$ cat src/logic/fp_pkg.sv
// IEEE 754 binary32 widths, typed vectors and rounding modes.
// Subnormals are not represented, and every NaN is the single quiet NaN below.

package fp_pkg;

    // Field widths of a binary32 word.
    localparam int exp_width  = 8;
    localparam int frac_width = 23;
    localparam int mant_width = frac_width + 1;

    // A binary32 word: sign, biased exponent, stored fraction.
    typedef logic [31:0]                 fp32_t;
    typedef logic [exp_width-1:0]        exp_t;
    typedef logic [frac_width-1:0]       frac_t;

    // The significand with its hidden bit restored.
    typedef logic [mant_width-1:0]       mant_t;

    // Full product of two significands.
    typedef logic [2*mant_width-1:0]     prod_t;

    // Kept significand bits followed by guard, round and sticky.
    // The sticky bit already ORs every product bit below the round bit.
    typedef logic [mant_width+2:0]       grs_t;

    // Rounding mode as written by software.
    // Codes 5 to 7 are not listed and round toward zero.
    typedef enum logic [2:0] {
        rm_rne = 3'd0,
        rm_rtz = 3'd1,
        rm_rpi = 3'd2,
        rm_rni = 3'd3,
        rm_rna = 3'd4
    } round_mode_t;

    localparam int    exp_bias       = 127;
    localparam int    exp_max        = 255;
    localparam fp32_t qnan           = 32'h7FC0_0000;
    localparam fp32_t max_finite_mag = 32'h7F7F_FFFF;

endpackage

$ cat src/logic/fpu_regs_pkg.sv
// Register map of the APB front end of the multiplier.
// Addresses are byte addresses on a 5-bit bus; only word offsets are mapped.

package fpu_regs_pkg;

    localparam int addr_width = 5;

    // Word registers.
    localparam logic [addr_width-1:0] addr_op_a   = 5'h00;
    localparam logic [addr_width-1:0] addr_op_b   = 5'h04;
    localparam logic [addr_width-1:0] addr_ctrl   = 5'h08;
    localparam logic [addr_width-1:0] addr_status = 5'h0C;
    localparam logic [addr_width-1:0] addr_result = 5'h10;

    // CTRL fields. Start is a write-only strobe and reads back as 0.
    localparam int ctrl_mode_lsb  = 0;
    localparam int ctrl_mode_msb  = 2;
    localparam int ctrl_start_bit = 8;

    // STATUS fields.
    localparam int status_busy_bit      = 0;
    localparam int status_done_bit      = 1;
    localparam int status_inexact_bit   = 2;
    localparam int status_overflow_bit  = 3;
    localparam int status_underflow_bit = 4;

    // One operation in flight at most, so two states suffice.
    typedef enum logic {
        st_idle,
        st_busy
    } regs_state_t;

endpackage

$ cat src/logic/fp_mul_pipe.sv
// Two-stage binary32 multiplier, one operation per cycle, no back-pressure.
// Subnormal inputs count as zero and tiny results flush to a signed zero.
// All NaN results are the quiet NaN 0x7FC00000.

`timescale 1ns/1ps

module fp_mul_pipe (
    input  logic                clk,
    input  logic                reset,
    input  logic                issue_valid,
    input  fp_pkg::fp32_t       issue_a,
    input  fp_pkg::fp32_t       issue_b,
    input  fp_pkg::round_mode_t issue_mode,
    output logic                res_valid,
    output fp_pkg::fp32_t       res_value,
    output logic                res_inexact,
    output logic                res_overflow,
    output logic                res_underflow
);

    fp_pkg::exp_t        exp_a;
    fp_pkg::exp_t        exp_b;
    fp_pkg::frac_t       frac_a;
    fp_pkg::frac_t       frac_b;
    logic                zero_a;
    logic                zero_b;
    logic                inf_a;
    logic                inf_b;
    logic                nan_a;
    logic                nan_b;
    fp_pkg::mant_t       mant_a;
    fp_pkg::mant_t       mant_b;

    // Stage 1 registers.
    logic                s1_valid;
    logic                s1_sign;
    logic signed [9:0]   s1_exp;
    fp_pkg::prod_t       s1_prod;
    fp_pkg::round_mode_t s1_mode;
    logic                s1_nan;
    logic                s1_inf;
    logic                s1_zero;

    // Stage 2 signals.
    logic                norm;
    fp_pkg::grs_t        grs_value;
    fp_pkg::mant_t       rounded;
    logic                round_carry;
    logic signed [9:0]   exp_final;
    logic                away;
    fp_pkg::fp32_t       next_value;
    logic                next_inexact;
    logic                next_overflow;
    logic                next_underflow;

    assign exp_a  = issue_a[30:23];
    assign exp_b  = issue_b[30:23];
    assign frac_a = issue_a[22:0];
    assign frac_b = issue_b[22:0];

    // Exponent 0 is zero whatever the fraction holds.
    assign zero_a = (exp_a == '0);
    assign zero_b = (exp_b == '0);
    assign inf_a  = (exp_a == fp_pkg::exp_max) && (frac_a == '0);
    assign inf_b  = (exp_b == fp_pkg::exp_max) && (frac_b == '0);
    assign nan_a  = (exp_a == fp_pkg::exp_max) && (frac_a != '0);
    assign nan_b  = (exp_b == fp_pkg::exp_max) && (frac_b != '0);

    // The hidden bit is dropped for zeros so that their product is zero too.
    assign mant_a = {~zero_a, frac_a};
    assign mant_b = {~zero_b, frac_b};

    always_ff @(posedge clk) begin
        if (reset) begin
            s1_valid <= 1'b0;
        end else begin
            s1_valid <= issue_valid;
        end
    end

    // The exponent sum stays signed so that underflow shows up as a value <= 0.
    always_ff @(posedge clk) begin
        s1_sign <= issue_a[31] ^ issue_b[31];
        s1_exp  <= $signed({2'b00, exp_a}) + $signed({2'b00, exp_b})
                   - 10'(fp_pkg::exp_bias);
        s1_prod <= mant_a * mant_b;
        s1_mode <= issue_mode;
        // Infinity times zero has no meaningful value, like a NaN operand.
        s1_nan  <= nan_a | nan_b | (inf_a & zero_b) | (inf_b & zero_a);
        s1_inf  <= inf_a | inf_b;
        s1_zero <= zero_a | zero_b;
    end

    // A product of two normal significands lies in [1, 4), so at most one
    // right shift is needed.
    assign norm      = s1_prod[47];
    assign grs_value = norm ? {s1_prod[47:22], |s1_prod[21:0]}
                            : {s1_prod[46:21], |s1_prod[20:0]};

    grs_rounder #(
        .input_width  ($bits(fp_pkg::grs_t)),
        .output_width ($bits(fp_pkg::mant_t))
    ) rounder_i (
        .value_in     (grs_value),
        .sign_in      (s1_sign),
        .mode         (s1_mode),
        .value_out    (rounded),
        .overflow_out (round_carry)
    );

    // A rounding carry leaves exactly 2.0, which is 1.0 one exponent up.
    // The kept bits are then all zero, so the fraction already reads 1.0.
    assign exp_final = s1_exp + {9'd0, norm} + {9'd0, round_carry};

    // Whether overflow goes to infinity or stops at the largest finite value.
    always_comb begin
        case (s1_mode)
            fp_pkg::rm_rne, fp_pkg::rm_rna: away = 1'b1;
            fp_pkg::rm_rpi:                 away = ~s1_sign;
            fp_pkg::rm_rni:                 away = s1_sign;
            default:                        away = 1'b0;
        endcase
    end

    always_comb begin
        next_value     = {s1_sign, exp_final[7:0], rounded[22:0]};
        next_inexact   = |grs_value[2:0];
        next_overflow  = 1'b0;
        next_underflow = 1'b0;
        // Special operands decide the result outright and raise no flags.
        if (s1_nan) begin
            next_value   = fp_pkg::qnan;
            next_inexact = 1'b0;
        end else if (s1_inf) begin
            next_value   = {s1_sign, fp_pkg::exp_t'(fp_pkg::exp_max), 23'd0};
            next_inexact = 1'b0;
        end else if (s1_zero) begin
            next_value   = {s1_sign, 31'd0};
            next_inexact = 1'b0;
        end else if (exp_final >= fp_pkg::exp_max) begin
            next_value    = away ? {s1_sign, fp_pkg::exp_t'(fp_pkg::exp_max), 23'd0}
                                 : {s1_sign, fp_pkg::max_finite_mag[30:0]};
            next_overflow = 1'b1;
            next_inexact  = 1'b1;
        end else if (exp_final <= 0) begin
            next_value     = {s1_sign, 31'd0};
            next_underflow = 1'b1;
            next_inexact   = 1'b1;
        end
    end

    always_ff @(posedge clk) begin
        if (reset) begin
            res_valid <= 1'b0;
        end else begin
            res_valid <= s1_valid;
        end
    end

    always_ff @(posedge clk) begin
        res_value     <= next_value;
        res_inexact   <= next_inexact;
        res_overflow  <= next_overflow;
        res_underflow <= next_underflow;
    end

endmodule

$ cat src/logic/fpu_apb_regs.sv
// APB register block in front of the multiplier. No wait states.
// One operation at a time; operand and CTRL writes while busy get pslverr.
// STATUS and RESULT ignore writes.

`timescale 1ns/1ps

module fpu_apb_regs (
    input  logic                                clk,
    input  logic                                reset,
    input  logic                                psel,
    input  logic                                penable,
    input  logic                                pwrite,
    input  logic [fpu_regs_pkg::addr_width-1:0] paddr,
    input  logic [31:0]                         pwdata,
    output logic [31:0]                         prdata,
    output logic                                pready,
    output logic                                pslverr,
    output logic                                issue_valid,
    output fp_pkg::fp32_t                       issue_a,
    output fp_pkg::fp32_t                       issue_b,
    output fp_pkg::round_mode_t                 issue_mode,
    input  logic                                res_valid,
    input  fp_pkg::fp32_t                       res_value,
    input  logic                                res_inexact,
    input  logic                                res_overflow,
    input  logic                                res_underflow
);

    fpu_regs_pkg::regs_state_t state;
    fp_pkg::fp32_t             op_a;
    fp_pkg::fp32_t             op_b;
    fp_pkg::round_mode_t       mode;
    fp_pkg::fp32_t             result;
    logic                      done;
    logic                      flag_inexact;
    logic                      flag_overflow;
    logic                      flag_underflow;
    logic                      access;
    logic                      busy;
    logic                      addr_mapped;
    logic                      holds_operand;
    logic                      blocked;
    logic                      wr_ok;
    logic                      start_cmd;

    // A transfer completes in the access phase; pready never drops.
    assign access = psel & penable;
    assign pready = 1'b1;
    assign busy   = (state == fpu_regs_pkg::st_busy);

    always_comb begin
        case (paddr)
            fpu_regs_pkg::addr_op_a, fpu_regs_pkg::addr_op_b, fpu_regs_pkg::addr_ctrl,
            fpu_regs_pkg::addr_status, fpu_regs_pkg::addr_result: addr_mapped = 1'b1;
            default: addr_mapped = 1'b0;
        endcase
    end

    // The operands and mode must not change under a running operation.
    assign holds_operand = (paddr == fpu_regs_pkg::addr_op_a)
                         | (paddr == fpu_regs_pkg::addr_op_b)
                         | (paddr == fpu_regs_pkg::addr_ctrl);
    assign blocked   = access & pwrite & busy & holds_operand;
    assign pslverr   = access & (~addr_mapped | blocked);
    assign wr_ok     = access & pwrite & addr_mapped & ~blocked;
    assign start_cmd = wr_ok & (paddr == fpu_regs_pkg::addr_ctrl)
                     & pwdata[fpu_regs_pkg::ctrl_start_bit];

    // The multiplier reads the held registers directly.
    assign issue_a    = op_a;
    assign issue_b    = op_b;
    assign issue_mode = mode;

    always_ff @(posedge clk) begin
        if (reset) begin
            state          <= fpu_regs_pkg::st_idle;
            issue_valid    <= 1'b0;
            op_a           <= '0;
            op_b           <= '0;
            mode           <= fp_pkg::rm_rne;
            result         <= '0;
            done           <= 1'b0;
            flag_inexact   <= 1'b0;
            flag_overflow  <= 1'b0;
            flag_underflow <= 1'b0;
        end else begin
            // Issue is a single-cycle pulse the cycle after the start write.
            issue_valid <= start_cmd;
            if (wr_ok && paddr == fpu_regs_pkg::addr_op_a) begin
                op_a <= pwdata;
            end
            if (wr_ok && paddr == fpu_regs_pkg::addr_op_b) begin
                op_b <= pwdata;
            end
            if (wr_ok && paddr == fpu_regs_pkg::addr_ctrl) begin
                mode <= fp_pkg::round_mode_t'(
                    pwdata[fpu_regs_pkg::ctrl_mode_msb:fpu_regs_pkg::ctrl_mode_lsb]);
            end
            case (state)
                fpu_regs_pkg::st_idle: begin
                    if (start_cmd) begin
                        state <= fpu_regs_pkg::st_busy;
                        done  <= 1'b0;
                    end
                end
                default: begin
                    if (res_valid) begin
                        state <= fpu_regs_pkg::st_idle;
                        done  <= 1'b1;
                    end
                end
            endcase
            // Every result is captured, since the multiplier cannot stall.
            if (res_valid) begin
                result         <= res_value;
                flag_inexact   <= res_inexact;
                flag_overflow  <= res_overflow;
                flag_underflow <= res_underflow;
            end
        end
    end

    // Read data follows paddr directly; unmapped offsets read as zero.
    always_comb begin
        prdata = '0;
        case (paddr)
            fpu_regs_pkg::addr_op_a:   prdata = op_a;
            fpu_regs_pkg::addr_op_b:   prdata = op_b;
            fpu_regs_pkg::addr_ctrl: begin
                prdata[fpu_regs_pkg::ctrl_mode_msb:fpu_regs_pkg::ctrl_mode_lsb] = mode;
            end
            fpu_regs_pkg::addr_status: begin
                prdata[fpu_regs_pkg::status_busy_bit]      = busy;
                prdata[fpu_regs_pkg::status_done_bit]      = done;
                prdata[fpu_regs_pkg::status_inexact_bit]   = flag_inexact;
                prdata[fpu_regs_pkg::status_overflow_bit]  = flag_overflow;
                prdata[fpu_regs_pkg::status_underflow_bit] = flag_underflow;
            end
            fpu_regs_pkg::addr_result: prdata = result;
            default:                   prdata = '0;
        endcase
    end

endmodule

$ cat src/logic/fpu_top.sv
// Floating-point multiplier with its APB register front end.
// The result is ready about four cycles after a start write.

`timescale 1ns/1ps

module fpu_top (
    input  logic                                clk,
    input  logic                                reset,
    input  logic                                psel,
    input  logic                                penable,
    input  logic                                pwrite,
    input  logic [fpu_regs_pkg::addr_width-1:0] paddr,
    input  logic [31:0]                         pwdata,
    output logic [31:0]                         prdata,
    output logic                                pready,
    output logic                                pslverr
);

    // Issue side, from the registers to the multiplier.
    logic                issue_valid;
    fp_pkg::fp32_t       issue_a;
    fp_pkg::fp32_t       issue_b;
    fp_pkg::round_mode_t issue_mode;

    // Result side, back to the registers.
    logic                res_valid;
    fp_pkg::fp32_t       res_value;
    logic                res_inexact;
    logic                res_overflow;
    logic                res_underflow;

    fpu_apb_regs regs_i (
        .clk           (clk),
        .reset         (reset),
        .psel          (psel),
        .penable       (penable),
        .pwrite        (pwrite),
        .paddr         (paddr),
        .pwdata        (pwdata),
        .prdata        (prdata),
        .pready        (pready),
        .pslverr       (pslverr),
        .issue_valid   (issue_valid),
        .issue_a       (issue_a),
        .issue_b       (issue_b),
        .issue_mode    (issue_mode),
        .res_valid     (res_valid),
        .res_value     (res_value),
        .res_inexact   (res_inexact),
        .res_overflow  (res_overflow),
        .res_underflow (res_underflow)
    );

    fp_mul_pipe mul_i (
        .clk           (clk),
        .reset         (reset),
        .issue_valid   (issue_valid),
        .issue_a       (issue_a),
        .issue_b       (issue_b),
        .issue_mode    (issue_mode),
        .res_valid     (res_valid),
        .res_value     (res_value),
        .res_inexact   (res_inexact),
        .res_overflow  (res_overflow),
        .res_underflow (res_underflow)
    );

endmodule

$ cat src/logic/grs_rounder.sv
// Combinational guard/round/sticky rounder with five modes.
// input_width must be at least output_width; with no spare bits it passes through.
// The carry-out is reported, and the caller renormalizes.

`timescale 1ns/1ps

module grs_rounder #(
    parameter int input_width  = 27,
    parameter int output_width = 24
) (
    input  logic [input_width-1:0]  value_in,
    input  logic                    sign_in,
    input  fp_pkg::round_mode_t     mode,
    output logic [output_width-1:0] value_out,
    output logic                    overflow_out
);

    // Number of bits below the kept value.
    localparam int shift = input_width - output_width;

    logic [input_width+2:0]  value_ext;
    logic [output_width-1:0] kept;
    logic                    guard;
    logic                    round_bit;
    logic                    sticky;
    logic                    inexact;
    logic                    increment;
    logic [output_width:0]   sum;

    // Three zero bits are appended so that guard, round and sticky can be
    // sliced the same way even when fewer than three bits are dropped.
    assign value_ext = {value_in, 3'b000};
    assign kept      = value_ext[input_width+2 -: output_width];
    assign guard     = value_ext[shift+2];
    assign round_bit = value_ext[shift+1];
    assign sticky    = |value_ext[shift:0];
    assign inexact   = guard | round_bit | sticky;

    always_comb begin
        case (mode)
            // Above half, or exactly half with an odd kept value.
            fp_pkg::rm_rne: increment = guard & (kept[0] | round_bit | sticky);
            // Directed modes move away from zero only on their own side.
            fp_pkg::rm_rpi: increment = ~sign_in & inexact;
            fp_pkg::rm_rni: increment = sign_in & inexact;
            // Half or more rounds away from zero.
            fp_pkg::rm_rna: increment = guard;
            // Truncation, which also covers the unused codes.
            default:        increment = 1'b0;
        endcase
    end

    // One extra bit holds the carry out of the kept value.
    assign sum          = {1'b0, kept} + (output_width + 1)'(increment);
    assign value_out    = sum[output_width-1:0];
    assign overflow_out = sum[output_width];

endmodule

$ cat config.mk
export PLATFORM = sky130hd
export DESIGN_NAME = fpu_top
export DESIGN_NICKNAME = d
export VERILOG_FILES = /design/src/logic/fp_pkg.sv /design/src/logic/fpu_regs_pkg.sv /design/src/logic/fp_mul_pipe.sv /design/src/logic/fpu_apb_regs.sv /design/src/logic/fpu_top.sv /design/src/logic/grs_rounder.sv
export SDC_FILE = /design/constraint.sdc
export NUM_CORES = 2
export LEC_CHECK = 0
export ABC_CLOCK_PERIOD_IN_PS = 8400
export BUFFER_PORTS_ARGS = -buffer_cell sky130_fd_sc_hd__buf_2
export CORE_MARGIN = 4
export CORE_UTILIZATION = 26
export DETAILED_ROUTE_END_ITERATION = 12
export HOLD_SLACK_MARGIN = 0.1
export PLACE_DENSITY = 0.39
export SLEW_MARGIN = 20
export SYNTH_ARGS = -nofsm -noshare
export SYNTH_HDL_FRONTEND = slang
export SYNTH_SLANG_ARGS = --single-unit
$ cat constraint.sdc
create_clock -name clk -period 8.4 [get_ports clk]
set_clock_uncertainty 0.2 [all_clocks]
set_input_delay 0.84 -clock clk [delete_from_list [all_inputs] [get_ports clk]]
set_output_delay 0.84 -clock clk [all_outputs]
set_load 0.005 [all_outputs]
# Yosys cells after proc, flatten, opt, wreduce, memory -nomap -nowiden
# Index checks and enable logic that the tools add are counted.
[op_classes]
add_sub_neg = 5
mul = 1
div_mod_pow = 0
order_cmp = 2
eq_ne = 10
shift = 0
muxes = 22
n_bitwise = 32
reduce_logical = 25
[ops]
columns = ["operator", "count"]
rows = [
  ["31-bit 2-to-1 mux", 3],
  ["27-bit case mux with 3 select lines", 1],
  ["24-bit by 24-bit multiplier with 48-bit output", 1],
  ["23-bit zero test", 2],
  ["23-bit nonzero test", 2],
  ["27-bit 2-to-1 mux", 1],
  ["24-bit by 1-bit adder with 25-bit output", 1],
  ["24-bit 2-to-1 mux", 1],
  ["23-bit 2-to-1 mux", 1],
  ["22-bit OR reduction", 1],
  ["21-bit OR reduction", 1],
  ["10-bit by 1-bit adder with 10-bit output", 2],
  ["8-bit == test, second input constant", 2],
  ["8-bit zero test", 2],
  ["3-bit case mux with 5 select lines", 1],
  ["1-bit bitwise AND", 14],
  ["1-bit bitwise OR", 12],
  ["1-bit 2-to-1 mux", 11],
  ["5-bit by 4-bit == test with 1-bit output, second input constant", 2],
  ["10-bit by 9-bit greater-or-equal comparator with 1-bit output, second input constant", 1],
  ["10-bit by 1-bit less-or-equal comparator with 1-bit output, second input constant", 1],
  ["10-bit by 8-bit subtractor with 10-bit output, second input constant", 1],
  ["8-bit by 8-bit adder with 9-bit output", 1],
  ["2-bit case mux with 4 select lines", 1],
  ["18 further kinds", 31],
]
[totals]
reg_bits = 207
latchBits = 0
mem_bits_rw = 0
mem_bits_ro = 0
in_bits = 42
output_inout_bits = 34
word_cells = 122
memories = 0

# Longest topological paths before layout
[logic_depth]
depth_word = 13
ltp_mapped = 27
depth_no_buf = 25

# Cells and area by module
# A second synthesis with hierarchy kept.
[unflattened]
cells_unflattened = 3119
area_unflattened_um2 = 27710.3
[by_module_without_submodules]
columns = ["mod", "n_inst", "cells_each", "area_each_um2", "seq_area_each_um2"]
rows = [
  ["fp_mul_pipe", 1, 2501, 22678.0, 2042.0],
  ["fpu_apb_regs", 1, 543, 4524.3, 2102.0],
  ["grs_rounder", 1, 75, 508.0, 0.0],
]

# Worst setup path before layout
# No wires, ideal clock.
[synth_path]
path_kind = "reg-to-reg"
from = "register regs_i.op_b[3], in the netlist regs_i.issue_b[3]"
to = "register mul_i.s1_prod[37]"
setup_ns = 0.125
arrival_ns = 6.515
required_ns = 8.075
setup_slack_ns = 1.560
stages_incl_launch_ff = 26
path_buffers = 3
synth_period_minus_slack_ns = 6.840
cell_sequence = "dfxtp_1 > clkbuf_1 > clkbuf_1 > nand2_1 > fa_1 > inv_1 > fa_1 > fa_1 > inv_1 > fa_1 > inv_1 > fa_1 > inv_1 > fa_1 > inv_1 > fa_1 > ha_1 > buf_2 > and3_1 > a221o_1 > a21oi_1 > o31ai_1 > a221o_1 > a211o_1 > a21oi_2 > xnor2_1"
[synth_via]
elab_chain_len = 1
[synth_rtl]
columns = ["element", "line", "text"]
rows = [
  ["start, declared", "fpu_apb_regs.sv:31", "fp_pkg::fp32_t op_b;"],
  ["start signal, assigned", "fpu_apb_regs.sv:93", "op_b <= pwdata;"],
  ["24-bit by 24-bit multiplier with 48-bit output", "fp_mul_pipe.sv:86", "s1_prod <= mant_a * mant_b;"],
  ["end signal, assigned", "fp_mul_pipe.sv:86", ""],
  ["end, declared", "fp_mul_pipe.sv:38", "fp_pkg::prod_t s1_prod;"],
]
# Every way passes these cells.
# A chain may end at the register's enable or synchronous reset.

# Worst setup path in the final report
[layout_path]
from = "register regs_i.op_b[6], in the netlist regs_i.issue_b[6]"
to = "register mul_i.s1_prod[41]"
# Same word-level chain as after synthesis.

==> impl_metrics.env <==
export IMPL_max_cap_violations=0
export IMPL_io_buffer_count=74
export IMPL_path_common_cell="fa_1"
export IMPL_grt_pass1_vias=22300
export IMPL_cts_root_buf="clkbuf_16"
export IMPL_start_kind="flip-flop"
export IMPL_synth_cell_types=72
export IMPL_start_util=0.263
export IMPL_synth_avg_cell_area_um2=8.70
export IMPL_drc=0
export IMPL_clkTransAtPathRegs_ns=0.07
export IMPL_fin_nets=3885
export IMPL_final_cells=4579
export IMPL_arrival_ns=8.07
export IMPL_num_vias=20700
export IMPL_yosysWarnings=0
export IMPL_cts_resized_gates=0
export IMPL_antenna_left=0
export IMPL_power_density_mw_per_mm2=65.0
export IMPL_die_area_mm2=0.112
export IMPL_dpl_cell_area_mm2=0.0298
export IMPL_insertion_delay_ns=0.53
export IMPL_worstMarginPinSlew_ns=1.10
export IMPL_gr_usage_met1=0.235
export IMPL_grt_util_all_layers=0.167
export IMPL_relSlewSlack=0.267
export IMPL_slowest_delay_ns=1.03
export IMPL_drt_iter0_drc=1170
export IMPL_ys_seq_area_frac=0.149
export IMPL_fin_crit_sh=0.935
export IMPL_synth_seq_cells=207
export IMPL_crit_family="adder cells"
export IMPL_syn_to_final_growth_pct=9.55
export IMPL_ys_flop_type="dfxtp_1"
export IMPL_end_kind="flip-flop"
export IMPL_status="completed"
export IMPL_clockBufferDepth=3
export IMPL_slowest_stage="dfxtp_1"
export IMPL_tns_ns=0
export IMPL_drt_total_wl_mm=92.3
export IMPL_cp_max_fo=16
export IMPL_crit_chain="nand2_1 > fa_1 > fa_1 > fa_1 > inv_1 > fa_1 > fa_1 > fa_1 > inv_1 > fa_1 > inv_1 > ha_1 > nand2_1 > or3_1 > a311oi_1 > o31ai_1 > buf_4 > o31ai_4 > nor3b_2 > a31oi_1 > xnor2_1"
export IMPL_hold_viol_final=0
export IMPL_top_usage_layer="met2"
export IMPL_core_mm2=0.106
export IMPL_numCtsBuffers=21
export IMPL_die_height_um=335
export IMPL_final_area_mm2=0.0304
export IMPL_critical_path_required_ns=8.62
export IMPL_synth_edf_count=0
export IMPL_syn_nets=3906
export IMPL_dp_hpwl_mm=72.6
export IMPL_wire_per_inst_um=20.2
export IMPL_vias_per_cell=4.53
export IMPL_maxSlewViolCount=0
export IMPL_post_place_cells=4541
export IMPL_ios=76
export IMPL_place_gp_congestion=0.814
export IMPL_grt_pass1_wl_mm=143
export IMPL_use_met2=0.286
export IMPL_grt_max_degree=58
export IMPL_period_needed_ns=7.85
export IMPL_syn_area_mm2=0.0278
export IMPL_grt_antenna_before_repair=6
export IMPL_hold_buffers=0
export IMPL_met3_usage=0.0164
export IMPL_rsz0062_at_grt="no"
export IMPL_path_buf_inv=4
export IMPL_syn_inst=3194
export IMPL_p_leak_nw=13.6
export IMPL_numClockSinks=207
export IMPL_htreeDepth=1
export IMPL_fmax_mhz=127
export IMPL_min_path_type="reg -> reg"
export IMPL_fp_row_count=119
export IMPL_path_class="reg -> reg"
export IMPL_cts_tree="done"
export IMPL_overflow=0
export IMPL_layout_drive_gt1_share=0.0800
export IMPL_drt_pass1_iterations=6
export IMPL_max_vdd_ir_drop_uv=102
export IMPL_fp_dieW_um=335
export IMPL_finalSetupViolCount=0
export IMPL_cts_setup_buffers=0
export IMPL_synthArstFlopShare=0
## kinds of logic (layout without fill, tap and decap cells)
logic type	after synthesis	after routing	share of synthesized area
AO/OA/AOI/OAI	325	325	0.0742
XOR/XNOR	100	100	0.0315
adder cells (fa/ha/maj)	670	670	0.432
buffers and inverters	757	749	0.104
flip-flops	207	207	0.149
multiplexers	89	89	0.0325
other	1	3	0.000135
AND/OR/NAND/NOR	1045	1045	0.176
## final timing paths
path,startpoint,end,slack (ns),depth (start not counted)
setup / recovery,regs_i.issue_b[6],mul_i.s1_prod[41],0.55,21
hold / removal,regs_i.issue_mode[0],mul_i.s1_mode[0],0.18,0
setup reg to reg,regs_i.issue_b[6],mul_i.s1_prod[41],0.55,21
hold reg to reg,regs_i.issue_mode[0],mul_i.s1_mode[0],0.18,0
## where the power goes
group          total [mW]  internal, mW  switching, mW
Sequential          0.982         0.981       0.000855
Clock               0.953         0.513          0.440
Combinational      0.0449        0.0133         0.0316
## worst register-to-register path: stages (launching register included)
cell and delay, ns:
dfxtp_1 1.03, nand2_1 0.21, fa_1 0.60, fa_1 0.45, fa_1 0.49, inv_1 0.05
fa_1 0.41, fa_1 0.48, fa_1 0.55, inv_1 0.05, fa_1 0.47, inv_1 0.05
ha_1 0.49, nand2_1 0.12, or3_1 0.41, a311oi_1 0.53, o31ai_1 0.14, buf_4 0.19
o31ai_4 0.29, nor3b_2 0.26, a31oi_1 0.14, xnor2_1 0.15
## metal layers
metal,wire length (µm),vias up
met5,0,-
met2,44500,301
met3,2880,68
met1,43600,10600
met4,1240,0
li1,-,9724
## synthesized netlist by cell type, types with 26 or more instances
| library cell | n | area [µm²] |
|---|---|---|
| inv_1 | 550 | 2060 |
| nand2_1 | 558 | 2090 |
| fa_1 | 484 | 9690 |
| nor2_1 | 93 | 349 |
| xnor2_1 | 65 | 569 |
| nand3_1 | 43 | 215 |
| clkbuf_1 | 183 | 687 |
| and2_1 | 239 | 1500 |
| ha_1 | 186 | 2330 |
| xor2_1 | 35 | 307 |
| dfxtp_1 | 207 | 4140 |
| a21o_1 | 26 | 195 |
| o21ai_0 | 67 | 335 |
| mux2i_1 | 80 | 801 |
| a21oi_1 | 126 | 631 |
## sequential cells by signal, indices dropped and copies added (netlist names), 3 cells and up
| register | count |
|---|---|
| mul_i.s1_prod | 48 |
| regs_i.issue_a | 32 |
| regs_i.result | 32 |
| mul_i.s1_mode | 3 |
| regs_i.issue_b | 32 |
| mul_i.res_value | 32 |
| mul_i.s1_exp | 10 |
| regs_i.issue_mode | 3 |
## cell type report
class / instances / area [µm²]
diodes: 2 / 5.00
clock buffers: 28 / 572
clock inverters: 8 / 77.6
fillers: 11500 / 75300
inverters: 550 / 2060
multi-input cells: 2230 / 20800
flip-flops and latches: 207 / 4160
well taps: 1391 / 1740
repair buffers: 163 / 1070
## cells in the final DEF (no fill, tap or decap), drive strengths merged, types with 80 or more instances in the layout
| cell | count |
|---|---|
| nor2 | 93 |
| fa | 484 |
| a21oi | 130 |
| inv | 551 |
| and2 | 239 |
| dfxtp | 207 |
| ha | 186 |
| mux2i | 80 |
| buf | 163 |
| nand2 | 558 |
| o21ai | 93 |
## metrics by stage
| stage | hold WS (ns) | util | setup WS, ns | total power [mW] |
|---|---|---|---|---|
| after global placement | 0.165 | 0.282 | 0.281 | 1.05 |
| final | 0.184 | 0.288 | 0.548 | 1.98 |
| after detailed placement | 0.165 | 0.282 | 0.426 | 1.05 |
| after floorplan | 0.147 | - | 1.56 | 1.02 |
| after global routing | 0.198 | 0.288 | 0.160 | 2.05 |
| after CTS | 0.185 | 0.288 | 0.412 | 2.01 |
No activity file was read; power rests on OpenSTA's default activity.
